[config.mk]
export PLATFORM = sky130hd
export DESIGN_NAME = sync_fifo
export DESIGN_NICKNAME = d
export VERILOG_FILES = /design/src/hdl/sync_fifo.sv
export SDC_FILE = /design/constraint.sdc
export NUM_CORES = 1
export LEC_CHECK = 0
export CAP_MARGIN = 20
export CELL_PAD_IN_SITES_DETAIL_PLACEMENT = 1
export CELL_PAD_IN_SITES_GLOBAL_PLACEMENT = 1
export CORE_UTILIZATION = 50
export DETAILED_ROUTE_END_ITERATION = 8
export DONT_BUFFER_PORTS = 1
export PLACE_DENSITY_LB_ADDON = 0.1
export SLEW_MARGIN = 20
export SYNTH_ARGS = -nofsm -noshare
export SYNTH_HDL_FRONTEND = slang
export SYNTH_SLANG_ARGS = --single-unit
[constraint.sdc]
create_clock -name bus_clock -period 2.47 [get_ports bus_clock]
set_input_delay 0.247 -clock bus_clock [delete_from_list [all_inputs] [get_ports bus_clock]]
set_output_delay 0.247 -clock bus_clock [all_outputs]
set_load 0.05 [all_outputs]
[src/hdl/sync_fifo.sv]
`timescale 1ns/1ps
`default_nettype none

module sync_fifo #(
  parameter type payload_t = logic [7:0],
  parameter int  DEPTH     = 16
) (
  input  wire           bus_clock,
  input  wire           bus_reset,
  input  wire           push,
  input  wire payload_t wdata,
  output logic          full,
  input  wire           pop,
  output payload_t      rdata,
  output logic          empty
);

  localparam int AW = $clog2(DEPTH);

  payload_t    mem [DEPTH];
  logic [AW:0] wr_ptr;  // Extra top bit tells full from empty
  logic [AW:0] rd_ptr;

  always_ff @(posedge bus_clock) begin
    if (bus_reset) begin
      wr_ptr <= '0;
      rd_ptr <= '0;
    end else begin
      if (push && !full) begin
        wr_ptr <= wr_ptr + 1'b1;
      end
      if (pop && !empty) begin
        rd_ptr <= rd_ptr + 1'b1;
      end
    end
  end

  always_ff @(posedge bus_clock) begin
    if (push && !full) begin
      mem[wr_ptr[AW-1:0]] <= wdata;
    end
  end

  assign empty = wr_ptr == rd_ptr;
  assign full  = (wr_ptr[AW] != rd_ptr[AW]) && (wr_ptr[AW-1:0] == rd_ptr[AW-1:0]);
  assign rdata = mem[rd_ptr[AW-1:0]];  // Head entry falls through

  // Producers and consumers must honour the flags
  a_no_overflow: assert property (@(posedge bus_clock) disable iff (bus_reset)
    push |-> !full);

  a_no_underflow: assert property (@(posedge bus_clock) disable iff (bus_reset)
    pop |-> !empty);

endmodule

`default_nettype wire

-- Word-level counts from Yosys, hierarchy flattened
Memories as Yosys holds them, arrays and structs flattened. A register that Yosys moved wholly into a read port is not among the register bits.
Cells that the tools add are included.
- bits in writable memories: 128
- register bits: 10
- memories: 1
- word-level logic and storage cells: 17
- add/sub/neg operators: 2
- equality and inequality tests: 3
- multiplexer cells: 4
- reductions and logical operators: 5
- memory list (name ; depth ; width ; rd ports ; clocked after Yosys merged registers in ; wr ports ; line ; RTL):
    mem ; 16 ; 8 ; 1 ; 1 ; 1 ; 20 ; payload_t mem [DEPTH];
- operators by type and width (operator ; number):
    5-bit by 1-bit adder with 5-bit output, second input constant ; 2
    4-bit two-way mux ; 2
    5-bit == test ; 1
    4-bit == test ; 1
    1-bit logical AND ; 3
    1-bit zero test ; 2
    1-bit two-way mux ; 2
    1-bit != test ; 1

-- Longest topological paths before layout
- depth after elaboration: 6
- depth in mapped cells: 6

-- Worst setup path before layout
No wires, ideal clock.
- kind: register to output
- start: reg (tool-made name)
- end: out rdata[0] (netlist name)
- required time: 2.223 ns
- slack: 0.502 ns
- path buffers: 2
- data arrival time: 1.721 ns
- stages on the path, launching flop included: 5
- cell sequence: dfxtp_1 > buf_6 > buf_8 > mux4_1 > mux4_2
- RTL lines (element ; line ; RTL):
    end, declared ; 14 ; output payload_t rdata,

==> qor.txt <==
effective utilization at floorplan = 0.5127
fraction of post-synthesis cell area in the top cell type by area = 0.6594
final worst clock skew = 0.009354 ns
routability cong. = 0.8286
cell at the root of the clock tree = clkbuf_16
Seq/Total Area, Yosys = 0.7074
number of iterations in the first detailed-routing pass = 4
number of max-slew violations in the final report = 0
setup repair after global routing missed its margin = yes
critical path endpoint category = output port
Synth Warn # = 0
Post-DP HPWL = 7.828 mm
async set or reset register ratio after synthesis = 0
clock slew at the register clock pins of the worst setup and hold paths = 0.06 ns
CP max FO = 14
DRC violations left = 0
class of the most critical hold timing path = input port to register
number of enable flip-flop cells after synthesis = 128
Port-buffer cells = 0
Filler cells = 981
Post-Syn Instances = 283
reported max-cap violation count = 0
Netlist Area Pre-Place = 0.005829 mm²
slew at the pin closest to its max-slew limit = 0.8960 ns
via count of the first global-routing pass = 2,977
full die area = 0.01209 mm²
Hold Violations, Final = 0
period utilisation layout = 0.9932
IR Drop Worst-Case VDD = 511.2 µV
leading post-synthesis cells by cell area = edfxtp_1 (66%), mux4_1 (11%), mux4_2 (6.2%), dfxtp_1 (4.8%), and3_1 (1.3%)
area leader, netlist = edfxtp_1
Final Total Pwr = 5.899 mW
maximum number of pins on one net before global-route repair = 33
Min Hold Slack = 0.009216 ns
clock tree from TritonCTS = yes
level count of the clock H-tree = 4
summed negative setup slack over all endpoints = 0 ns
leading register cell type out of synthesis = edfxtp_1
arrival time at the worst endpoint = 2.21 ns
wire length of the first global-routing pass = 18.57 mm
upper clock frequency limit = 407.6 MHz
wire per inst = 26.81 µm
Setup Crit Path Kind = register to output port
endpoint required time on the critical path = 2.22 ns
relative area change from synthesis to final layout = 15.39%
antenna violations before repair = 0
Chip Height = 110.0 µm
standard cell core area = 0.01137 mm²
share of cells above drive strength 1 = 0.2249
Max clock buf depth = 2
shortest clock period the worst path allows after layout = 2.453 ns
floorplan die width = 110.0 µm
P per Cell Area = 877.0 mW/mm²
leakage power figure = 2.238 nW
mean cell area of the mapped netlist = 20.60 µm²
detailed-route vias per instance = 6.044
CTS sink count = 142
Yosys reg bits = 142
violation count after the first detailed-routing iteration = 127
Placed Instance Area = 0.006081 mm²
number of buffers inserted during clock tree synthesis = 17
Post-Syn Nets = 300
detailed-route wire length = 12.65 mm
Post-Layout Inst Area = 0.006726 mm²
via count of the routed design = 2,853
worst relative slew slack = 0.4027
Finished Core Util = 0.5916
std cell rows = 39
overall track demand over capacity in global routing = 0.2326
number of top-level pins = 22
final global-route overflow total = 0
fin nets = 334
setup-violating endpoint count in the final report = 0
count of antenna diodes in the layout = 0
run status = finished, final reports clean
Routed Antenna Nets = 0
startpoint type of the worst setup path = register
latest clock arrival within the worst-skew pair = 0.41 ns
number of distinct library cells after synthesis = 38
[registers in the layout (all words and copies together) (netlist names), named ones only]
| register | count |
|---|---|
| mem | 128 |
| rd_ptr | 5 |
| wr_ptr | 5 |
[layer usage]
metal,wire (µm),up-vias,track usage
li1,-,1269,-
met1,5406,1517,0.3037
met2,6597,57,0.3879
met3,507,10,0.04350
met4,140,0,0.09143
met5,0,-,0
[placed cells by master (no fill, tap or decap), drive strengths merged, types with 2 or more instances in the layout]
cell type | synthesis | final
clkbuf | 4 | 19
nand4 | 4 | 4
nand3 | 2 | 2
buf | 10 | 20
ha | 5 | 5
nor2 | 8 | 8
nand2 | 3 | 3
o21ai | 2 | 2
mux4 | 40 | 40
dlygate4sd3 | 0 | 9
and4 | 6 | 6
bufinv | 0 | 2
clkinvlp | 0 | 2
o311ai | 4 | 4
mux2i | 2 | 2
a311o | 2 | 2
and3 | 12 | 12
a21oi | 5 | 5
xnor2 | 5 | 5
a211oi | 2 | 2
dfxtp | 14 | 14
inv | 8 | 10
mux2 | 5 | 5
clkinv | 1 | 7
nor2b | 3 | 3
edfxtp | 128 | 128
[worst max-delay path, cell delays in order (launching register included)]
cell and delay [ns]:
dfxtp_4 0.40, buf_12 0.17, mux4_1 0.57, mux4_2 0.64
[final timing paths]
kind	slack, ns	start	to	cells after the start
worst max-delay path	0.02	register	rdata[4]	3
worst min-delay path	0.009	bus_reset	rd_ptr[3]	1
worst max register to register	0.16	rd_ptr[3]	mem[12][2]	4
worst min register to register	0.58	rd_ptr[1]	rd_ptr[1]	2
[cell type report]
| cell class | count | area, µm² | area share |
|---|---|---|---|
| sequential | 142 | 4128 | 0.6137 |
| multi-input combinational | 118 | 1555 | 0.2312 |
| clock buffer | 19 | 432.9 | 0.06436 |
| timing repair buffer | 29 | 277.8 | 0.04129 |
| tap | 143 | 178.9 | 0.02660 |
| clock inverter | 12 | 120.1 | 0.01786 |
| inverter | 9 | 33.78 | 0.005022 |
[where the power goes]
part	total [mW]	switching, mW	internal [mW]
Clock	2.40	0.933	1.47
Combinational	0.798	0.457	0.341
Sequential	2.70	0.0347	2.66
Total	5.90	1.42	4.47
[cell families (layout without fill, tap and decap cells)]
logic type | Yosys count | after routing | synth area share
muxes | 47 | 47 | 0.1831
DFF | 142 | 142 | 0.7074
buffers and inverters | 23 | 69 | 0.02318
adders and majority gates | 5 | 5 | 0.01073
AOI/OAI and AO/OA | 20 | 20 | 0.02619
xor gates and xnor gates | 6 | 6 | 0.009015
and+or+nand+nor | 40 | 40 | 0.04035
[per-stage QoR]
step / setup slack (ns) / instances
2_1_floorplan: 0.5018 / 283
3_3_place_gp: 0.2768 / 430
3_5_place_dp: 0.1921 / 430
4_1_cts: 0.001967 / 472
5_1_grt: -0.02453 / 472
6_report: 0.01673 / 472
[cells in the mapped netlist (4+ instances only)]
cell        n
and3_1     12
buf_1       4
ha_1        5
mux4_2     16
edfxtp_1  128
nand4_1     4
clkbuf_1    4
a21oi_1     4
inv_1       8
nor2_1      8
and4_1      6
dfxtp_1    14
mux4_1     24
o311ai_0    4
mux2_2      4
xnor2_1     5
[repair_timing]
| item | CTS | global route |
|---|---|---|
| buffers inserted | 2 | 0 |
| gates resized for setup | 2 | 3 |
| hold endpoints to repair | 129 | 0 |
| hold buffers | 9 | 0 |
| setup endpoints to repair | 8 | 7 |
Note: power is estimated with default switching activity, not from simulation.
