[src/hdl/memreq_config.svh]
`ifndef MEMREQ_CONFIG_SVH
`define MEMREQ_CONFIG_SVH

// Request address width in bits
`define MEMREQ_ADDRESS_WIDTH 28

// Transaction ID width, carried in the upper nibble of byte 5
`define MEMREQ_ID_WIDTH 4

// Entries per FIFO, a power of two
`define MEMREQ_FIFO_DEPTH 16

// Size of the engine memory in bytes
`define MEMREQ_MEM_BYTES 1024

`endif

[src/hdl/memreq_pkg.sv]
`default_nettype none

`include "memreq_config.svh"

package memreq_pkg;

  // Request command codes
  parameter logic [7:0] CMD_STORE = 8'h01;
  parameter logic [7:0] CMD_FETCH = 8'h80;

  // Response codes
  parameter logic [7:0] CMD_WDONE = 8'h02;
  parameter logic [7:0] CMD_WFAIL = 8'h03;
  parameter logic [7:0] CMD_RDATA = 8'h81;
  parameter logic [7:0] CMD_RFAIL = 8'h82;

  // One parsed request as it sits in the command FIFO
  typedef struct packed {
    logic                             is_fetch;
    logic [`MEMREQ_ID_WIDTH-1:0]      id;
    logic [`MEMREQ_ADDRESS_WIDTH-1:0] addr;
    logic [7:0]                       len;
    logic [7:0]                       rcv_len;   // Write bytes actually pushed
    logic                             complete;  // STORE got all of its bytes
  } req_cmd_t;

  // One byte of an outgoing response frame
  typedef struct packed {
    logic       last;
    logic [7:0] data;
  } resp_beat_t;

endpackage

`default_nettype wire

[src/hdl/req_splitter.sv]
`timescale 1ns/1ps
`default_nettype none

module req_splitter
  import memreq_pkg::*;
(
  input  wire        bus_clock,
  input  wire        bus_reset,
  input  wire        s_tvalid,
  output logic       s_tready,
  input  wire        s_tkeep,
  input  wire        s_tlast,
  input  wire  [7:0] s_tdata,
  input  wire        cmd_full,
  output logic       cmd_push,
  output req_cmd_t   cmd_entry,
  input  wire        data_full,
  output logic       data_push,
  output logic [7:0] data_byte
);

  localparam logic [7:0] S_IDLE    = 8'b0000_0001;
  localparam logic [7:0] S_LEN     = 8'b0000_0010;
  localparam logic [7:0] S_ADR0    = 8'b0000_0100;
  localparam logic [7:0] S_ADR1    = 8'b0000_1000;
  localparam logic [7:0] S_ADR2    = 8'b0001_0000;
  localparam logic [7:0] S_IDAD    = 8'b0010_0000;
  localparam logic [7:0] S_DATA    = 8'b0100_0000;
  localparam logic [7:0] S_DISCARD = 8'b1000_0000;

  logic [7:0]  state;
  logic        is_fetch_q;
  logic [7:0]  len_q;
  logic [23:0] addr_q;
  logic [7:0]  idad_q;  // ID nibble and address bits 27:24
  logic [7:0]  cnt_q;   // Write bytes still expected
  logic [7:0]  rcv_q;   // Write bytes pushed so far
  logic        xfer;
  logic        kept;
  logic        last_data;

  assign s_tready  = !data_full && !cmd_full;
  assign xfer      = s_tvalid && s_tready;
  assign kept      = xfer && s_tkeep;
  assign last_data = kept && state == S_DATA && cnt_q == 8'd1;

  assign data_push = kept && state == S_DATA;
  assign data_byte = s_tdata;

  // A FETCH closes on byte 5, a STORE on its final data byte or an early last marker
  assign cmd_push = (state == S_IDAD && kept && (is_fetch_q || s_tlast)) ||
                    (state == S_DATA && xfer && (s_tlast || last_data));

  always_comb begin
    cmd_entry.is_fetch = is_fetch_q;
    cmd_entry.len      = len_q;
    if (state == S_IDAD) begin  // Byte 5 is still on the bus
      cmd_entry.id       = s_tdata[7:4];
      cmd_entry.addr     = {s_tdata[3:0], addr_q};
      cmd_entry.rcv_len  = 8'd0;
      cmd_entry.complete = 1'b0;
    end else begin
      cmd_entry.id       = idad_q[7:4];
      cmd_entry.addr     = {idad_q[3:0], addr_q};
      cmd_entry.rcv_len  = rcv_q + {7'd0, data_push};
      cmd_entry.complete = last_data;
    end
  end

  // ========================================
  // Frame FSM
  // ========================================

  always_ff @(posedge bus_clock) begin
    if (bus_reset) begin
      state <= S_IDLE;
    end else if (xfer) begin
      case (state)
        S_IDLE: begin
          if (s_tkeep && !s_tlast) begin
            state <= (s_tdata == CMD_STORE || s_tdata == CMD_FETCH) ? S_LEN : S_DISCARD;
          end
        end
        S_LEN: begin
          if (s_tlast) state <= S_IDLE;  // Truncated header, dropped
          else if (s_tkeep) state <= S_ADR0;
        end
        S_ADR0: begin
          if (s_tlast) state <= S_IDLE;
          else if (s_tkeep) state <= S_ADR1;
        end
        S_ADR1: begin
          if (s_tlast) state <= S_IDLE;
          else if (s_tkeep) state <= S_ADR2;
        end
        S_ADR2: begin
          if (s_tlast) state <= S_IDLE;
          else if (s_tkeep) state <= S_IDAD;
        end
        S_IDAD: begin
          if (s_tlast) state <= S_IDLE;
          else if (s_tkeep) state <= is_fetch_q ? S_DISCARD : S_DATA;
        end
        S_DATA: begin
          if (s_tlast) state <= S_IDLE;
          else if (last_data) state <= S_DISCARD;  // Excess bytes up to the marker
        end
        S_DISCARD: begin
          if (s_tlast) state <= S_IDLE;
        end
        default: state <= S_IDLE;
      endcase
    end
  end

  always_ff @(posedge bus_clock) begin
    if (kept) begin
      case (state)
        S_IDLE: is_fetch_q <= s_tdata == CMD_FETCH;
        S_LEN:  len_q <= s_tdata;
        S_ADR0: addr_q[7:0] <= s_tdata;
        S_ADR1: addr_q[15:8] <= s_tdata;
        S_ADR2: addr_q[23:16] <= s_tdata;
        S_IDAD: begin
          idad_q <= s_tdata;
          cnt_q  <= len_q;
          rcv_q  <= 8'd0;
        end
        S_DATA: begin
          cnt_q <= cnt_q - 1'b1;
          rcv_q <= rcv_q + 1'b1;
        end
        default: ;
      endcase
    end
  end

  a_cmd_room: assert property (@(posedge bus_clock) disable iff (bus_reset)
    cmd_push |-> !cmd_full);

endmodule

`default_nettype wire

[config.mk]
export PLATFORM = sky130hd
export DESIGN_NAME = req_splitter
export DESIGN_NICKNAME = d
export VERILOG_FILES = /design/src/hdl/memreq_pkg.sv /design/src/hdl/req_splitter.sv
export VERILOG_INCLUDE_DIRS = /design/src /design/src/hdl
export SDC_FILE = /design/constraint.sdc
export NUM_CORES = 1
export LEC_CHECK = 0
export BUFFER_PORTS_ARGS = -buffer_cell sky130_fd_sc_hd__buf_2
export CORE_ASPECT_RATIO = 1.25
export CORE_MARGIN = 3
export CORE_UTILIZATION = 25
export CTS_BUF_LIST = sky130_fd_sc_hd__clkbuf_4
export DETAILED_ROUTE_END_ITERATION = 10
export GPL_TIMING_DRIVEN = 0
export PLACE_DENSITY = 0.53
export SETUP_SLACK_MARGIN = 0.1
export SLEW_MARGIN = 0
export SYNTH_ARGS = -nofsm -noshare
export SYNTH_HDL_FRONTEND = slang
export SYNTH_SLANG_ARGS = --single-unit
export TNS_END_PERCENT = 5
[constraint.sdc]
create_clock -name bus_clock -period 7.2 [get_ports bus_clock]
set_clock_uncertainty 0.2 [all_clocks]
set_input_delay 0.72 -clock bus_clock [delete_from_list [all_inputs] [get_ports bus_clock]]
set_output_delay 0.72 -clock bus_clock [all_outputs]
set_load 0.02 [all_outputs]
* Word-level counts from Yosys, hierarchy flattened *
Index checks and enable logic that the tools add are counted.

storage, ports and cells
  register bits = 65
  input bits = 15
  output and inout port bits = 61

cells by class
  $add $sub $neg = 3
  equal/unequal tests = 19
  multiplexer cells = 21
  reductions and logical operators = 26

operators with widths
  kind                                                                   count
  8-bit 2-to-1 mux                                                       16
  8-bit one-hot mux with 8 select lines                                  1
  32-bit 2-to-1 mux                                                      1
  8-bit one-hot mux with 2 select lines                                  2
  8-bit by 1-bit equality test with 1-bit output, second input constant  3
  3-bit != test, second input constant                                   6
  8-bit equality test, second input constant                             2
  2-bit AND reduction                                                    7
  1-bit logical AND                                                      10
  9-bit 2-to-1 mux                                                       1
  9-bit AND reduction                                                    1
  8-bit by 1-bit adder with 8-bit output                                 1
  8-bit by 1-bit adder with 8-bit output, second input constant          1
  8-bit by 2-bit equality test with 1-bit output, second input constant  1
  8-bit by 3-bit equality test with 1-bit output, second input constant  1
  8-bit by 4-bit equality test with 1-bit output, second input constant  1
  8-bit by 5-bit equality test with 1-bit output, second input constant  1
  8-bit by 6-bit equality test with 1-bit output, second input constant  1
  8-bit by 7-bit equality test with 1-bit output, second input constant  1
  8-bit by 1-bit subtractor with 8-bit output, second input constant     1
  1-bit logical OR                                                       4
  2-bit != test, second input constant                                   2
  1-bit logical NOT                                                      3
  2-bit nonzero test                                                     1

* Depth between registers and ports, before layout *
  depth in word-level cells = 9
  depth in mapped cells = 11
  gate-level depth less buffers = 8

* Worst setup path before layout *
No wires, ideal clock.

  path kind = register -> output
  start point = register state[4]
  end point = output port cmd_entry[6] (netlist bit)
  data arrival time = 2.717 ns
  data required time = 6.280 ns
  slack = 3.563 ns
  cell stages (with the launch flop) = 11
  buffers on the path = 3
  cell sequence = dfxtp_1 > buf_6 > nor4_2 > nand4_1 > clkbuf_1 > clkbuf_1 > nor2_1 > ha_1 > nand2_1 > or3_1 > a21oi_1

RTL lines
  what                    line                 source
  from (decl)             req_splitter.sv:31   logic [7:0] state;
  from (signal assigned)  req_splitter.sv:81   state <= (s_tdata == CMD_STORE || s_tdata == CMD_FETCH) ? S_LEN : S_DISCARD;
  from (signal assigned)  req_splitter.sv:102  else if (s_tkeep) state <= is_fetch_q ? S_DISCARD : S_DATA;
  to (decl)               req_splitter.sv:16   output req_cmd_t cmd_entry,

==> impl_metrics.yaml <==
placed_design:
  dp_hpwl_mm: 5.71
  gp_congestion: 0.851
  portBuffers: 75
clock_network:
  htreeDepth: 3
  numCtsBuffers: 9
  ctsResizeCount: 0
  postCtsSetupBuffers: 0
  clkLatencyLatePin_ns: 0.42
  cts_root_buffer: "clkbuf_4"
  cts_sinks: 65
  ctsLongestPathBuffers: 2
  tritoncts: "yes"
  clk_pin_slew_ns: 0.11
  ctsHoldBuffers: 0
drt:
  vias: 2360
  ant_nets: 0
  drcViolationCount: 0
  drt-initial-drc-count: 140
  dr.pass1.iters: 4
  wl_per_cell_um: 14.3
  vias_per_cell: 4.46
  wirelength_mm: 7.58
worst_setup_path:
  end_kind: "output pin"
  path_depth: 11
  crit_arrival_ns: 3.36
  slowest_stage: "nor4_2"
  path_max_fanout: 10
  required_ns: 6.28
  rr_worst_depth: 5
  path_cells: "nor4_2 -> nand4_1 -> clkbuf_1 -> clkbuf_1 -> nor2_1 -> ha_1 -> ha_1 -> nand3_1 -> xor2_1 -> nor2_1 -> buf_2"
  critical_path.top_delay_family: "simple AND/OR/NAND/NOR gates"
  max_stage_delay_ns: 0.49
  path_buf_inv: 3
  start_kind: "flip-flop"
  critical_path_class: "flip-flop to output pin"
sta:
  worst_slew_pin_slew_ns: 1.09
  fin_hold_ws_ns: 0.357
  clock.fmax_mhz: 234
  setup_viol: 0
  finalHoldViolCount: 0
  grt_setup_unrepaired: "false"
  period_needed_ns: 4.28
  maxSlewViolCount: 0
  slew_headroom: 0.266
  timing.setup.tns_ns: 0
  finalCritPeriodShare: 0.594
pwr:
  powerDensity_mw_per_mm2: 176
  p_leak_uw: 0.00152
  peakVddDrop_v: 0.000119
logic_synthesis:
  async_flop_share: 0
  synth_common_cells: "edfxtp_1 (57), nand2_1 (44), nor2_1 (20), xor2_1 (12), buf_4 (9)"
  synth-seq-area-share: 0.589
  synth_flop_cell: "edfxtp_1"
  syn-num-nets: 293
  synth_area_mm2: 0.00318
  ys_seq_elements: 65
  synth_area_leader_cell: "edfxtp_1"
  synth-edff-count: 57
  synth.top_cell.area_share: 0.539
  synthMostInstantiatedCell: "edfxtp_1"
  yosys_warnings: 0
  avgSynthCellArea_um2: 11.6
  ys_top_cells_by_area: "edfxtp_1 (54%), nand2_1 (5.2%), dfxtp_1 (5.0%)"
  netlist_instances: 273
  ys_types: 49
floorplanning:
  die_x_um: 107
  fp.coreArea_mm2: 0.0123
  ioPinCount: 76
  die-area_mm2: 0.0141
  start_util: 0.259
  row_count: 45
  die_h_um: 132
grt:
  grt_max_degree: 17
  overflow: 0
  antenna_found_initial: 1
  first_global_vias: 2277
  grt_first_pass_wirelength_mm: 12.0
  grt_usage: 0.109
cells_and_area:
  nFillCells: 1327
  drive_gt1_frac: 0.321
  area_growth_pct: 23.2
  layout.nets: 379
hold_path:
  hold_class: "flip-flop to flip-flop"
  hold_depth: 2
job:
  cap_violations: 0
outcome:
  status: "complete, no violations"
metrics by stage:
step                power, uW  std cells  instance area (um2)   util  setup slack (ns)
floorplan                 438        273                 3180      -              3.56
global placement          453        512                 3760  0.306              3.36
detailed placement        453        512                 3770  0.307              3.37
CTS                       697        528                 3910  0.318              2.89
global route              720        529                 3910  0.319              2.69
finish                    690        529                 3910  0.319              2.92
routing by layer:
metal	part of all wire	routed length [um]	GRT usage	up-vias
li1	-	-	-	1148
met1	0.45	3420	0.141	1116
met2	0.45	3430	0.161	84
met3	0.070	534	0.0367	12
met4	0.026	198	0.0604	0
met5	0	0	0	-
power by group:
part           switching [uW]  internal (uW)  total [uW]
Combinational            22.3           13.3        35.6
Clock                     140            105         245
Sequential               1.30            408         409
Total                     164            526         690
final timing paths:
| check | from | endpoint | slack (ns) |
|---|---|---|---|
| worst min register to register | state[7] | state[7] | 0.36 |
| worst max register to register | state[2] | cnt_q[0] | 4.16 |
| worst max-delay path | state[2] | cmd_entry[5] | 2.92 |
| worst min-delay path | state[7] | state[7] | 0.36 |
cell usage in the layout (no fill, tap or decap), types with 2 or more instances in the layout:
cell	netlist	layout
a21oi_1	6	5
and2_1	2	2
and4b_1	2	2
buf_2	0	75
buf_4	9	9
clkbuf_1	8	8
clkbuf_4	0	9
clkinv_4	0	2
clkinvlp_4	0	2
dfxtp_1	8	8
edfxtp_1	57	57
ha_1	5	5
inv_1	6	6
mux2i_1	6	6
nand2_1	44	44
nand2b_1	3	3
nand3_1	7	7
nand3b_1	2	2
nand4_1	6	6
nor2_1	20	20
nor2_2	3	3
nor2b_1	4	4
nor3_1	4	3
nor3b_2	1	2
nor4_1	2	2
nor4_2	2	2
nor4b_1	2	2
o21ai_0	4	4
o21ai_1	8	8
o22ai_1	2	2
o2bb2ai_1	2	2
or2b_1	4	4
or3_1	4	4
or4_1	4	4
xnor2_1	6	6
xor2_1	12	12
area by class of cell:
class,count,area [um2],share of cell area
Antenna cell,1,2.50,0.000640
Buffer,19,114,0.0291
Clock buffer,9,67.6,0.0173
Clock inverter,7,71.3,0.0182
Inverter,6,22.5,0.00576
Multi-Input combinational cell,183,1180,0.302
Sequential cell,65,1870,0.478
Tap cell,164,205,0.0524
Timing Repair Buffer,75,375,0.0959
worst reg2reg max path: cells and delay by family (launching register included):
kind,cells,cell delay [ns]
and+or+nand+nor,2,0.76
AOI/OAI and AO/OA,1,0.76
buffers and inverters,2,0.57
DFF,1,0.39
cells by family (layout without fill, tap and decap cells):
family / count (synthesis) / after routing / share of synthesized area
fa+ha+maj: 5 / 5 / 0.0197
mux: 7 / 7 / 0.0236
other cells: 0 / 1 / 0
simple gates: 125 / 125 / 0.215
flops: 65 / 65 / 0.589
buf+inv: 25 / 116 / 0.0429
xor+xnor: 18 / 18 / 0.0496
compound gates: 28 / 28 / 0.0599
sequential cells by signal, indices dropped and copies added (netlist names):
signal and flops:
is_fetch_q 1, idad_q 8, len_q 8, addr_q 24, cnt_q 8, rcv_q 8
state 8
Power figures use the tool's default switching activity.
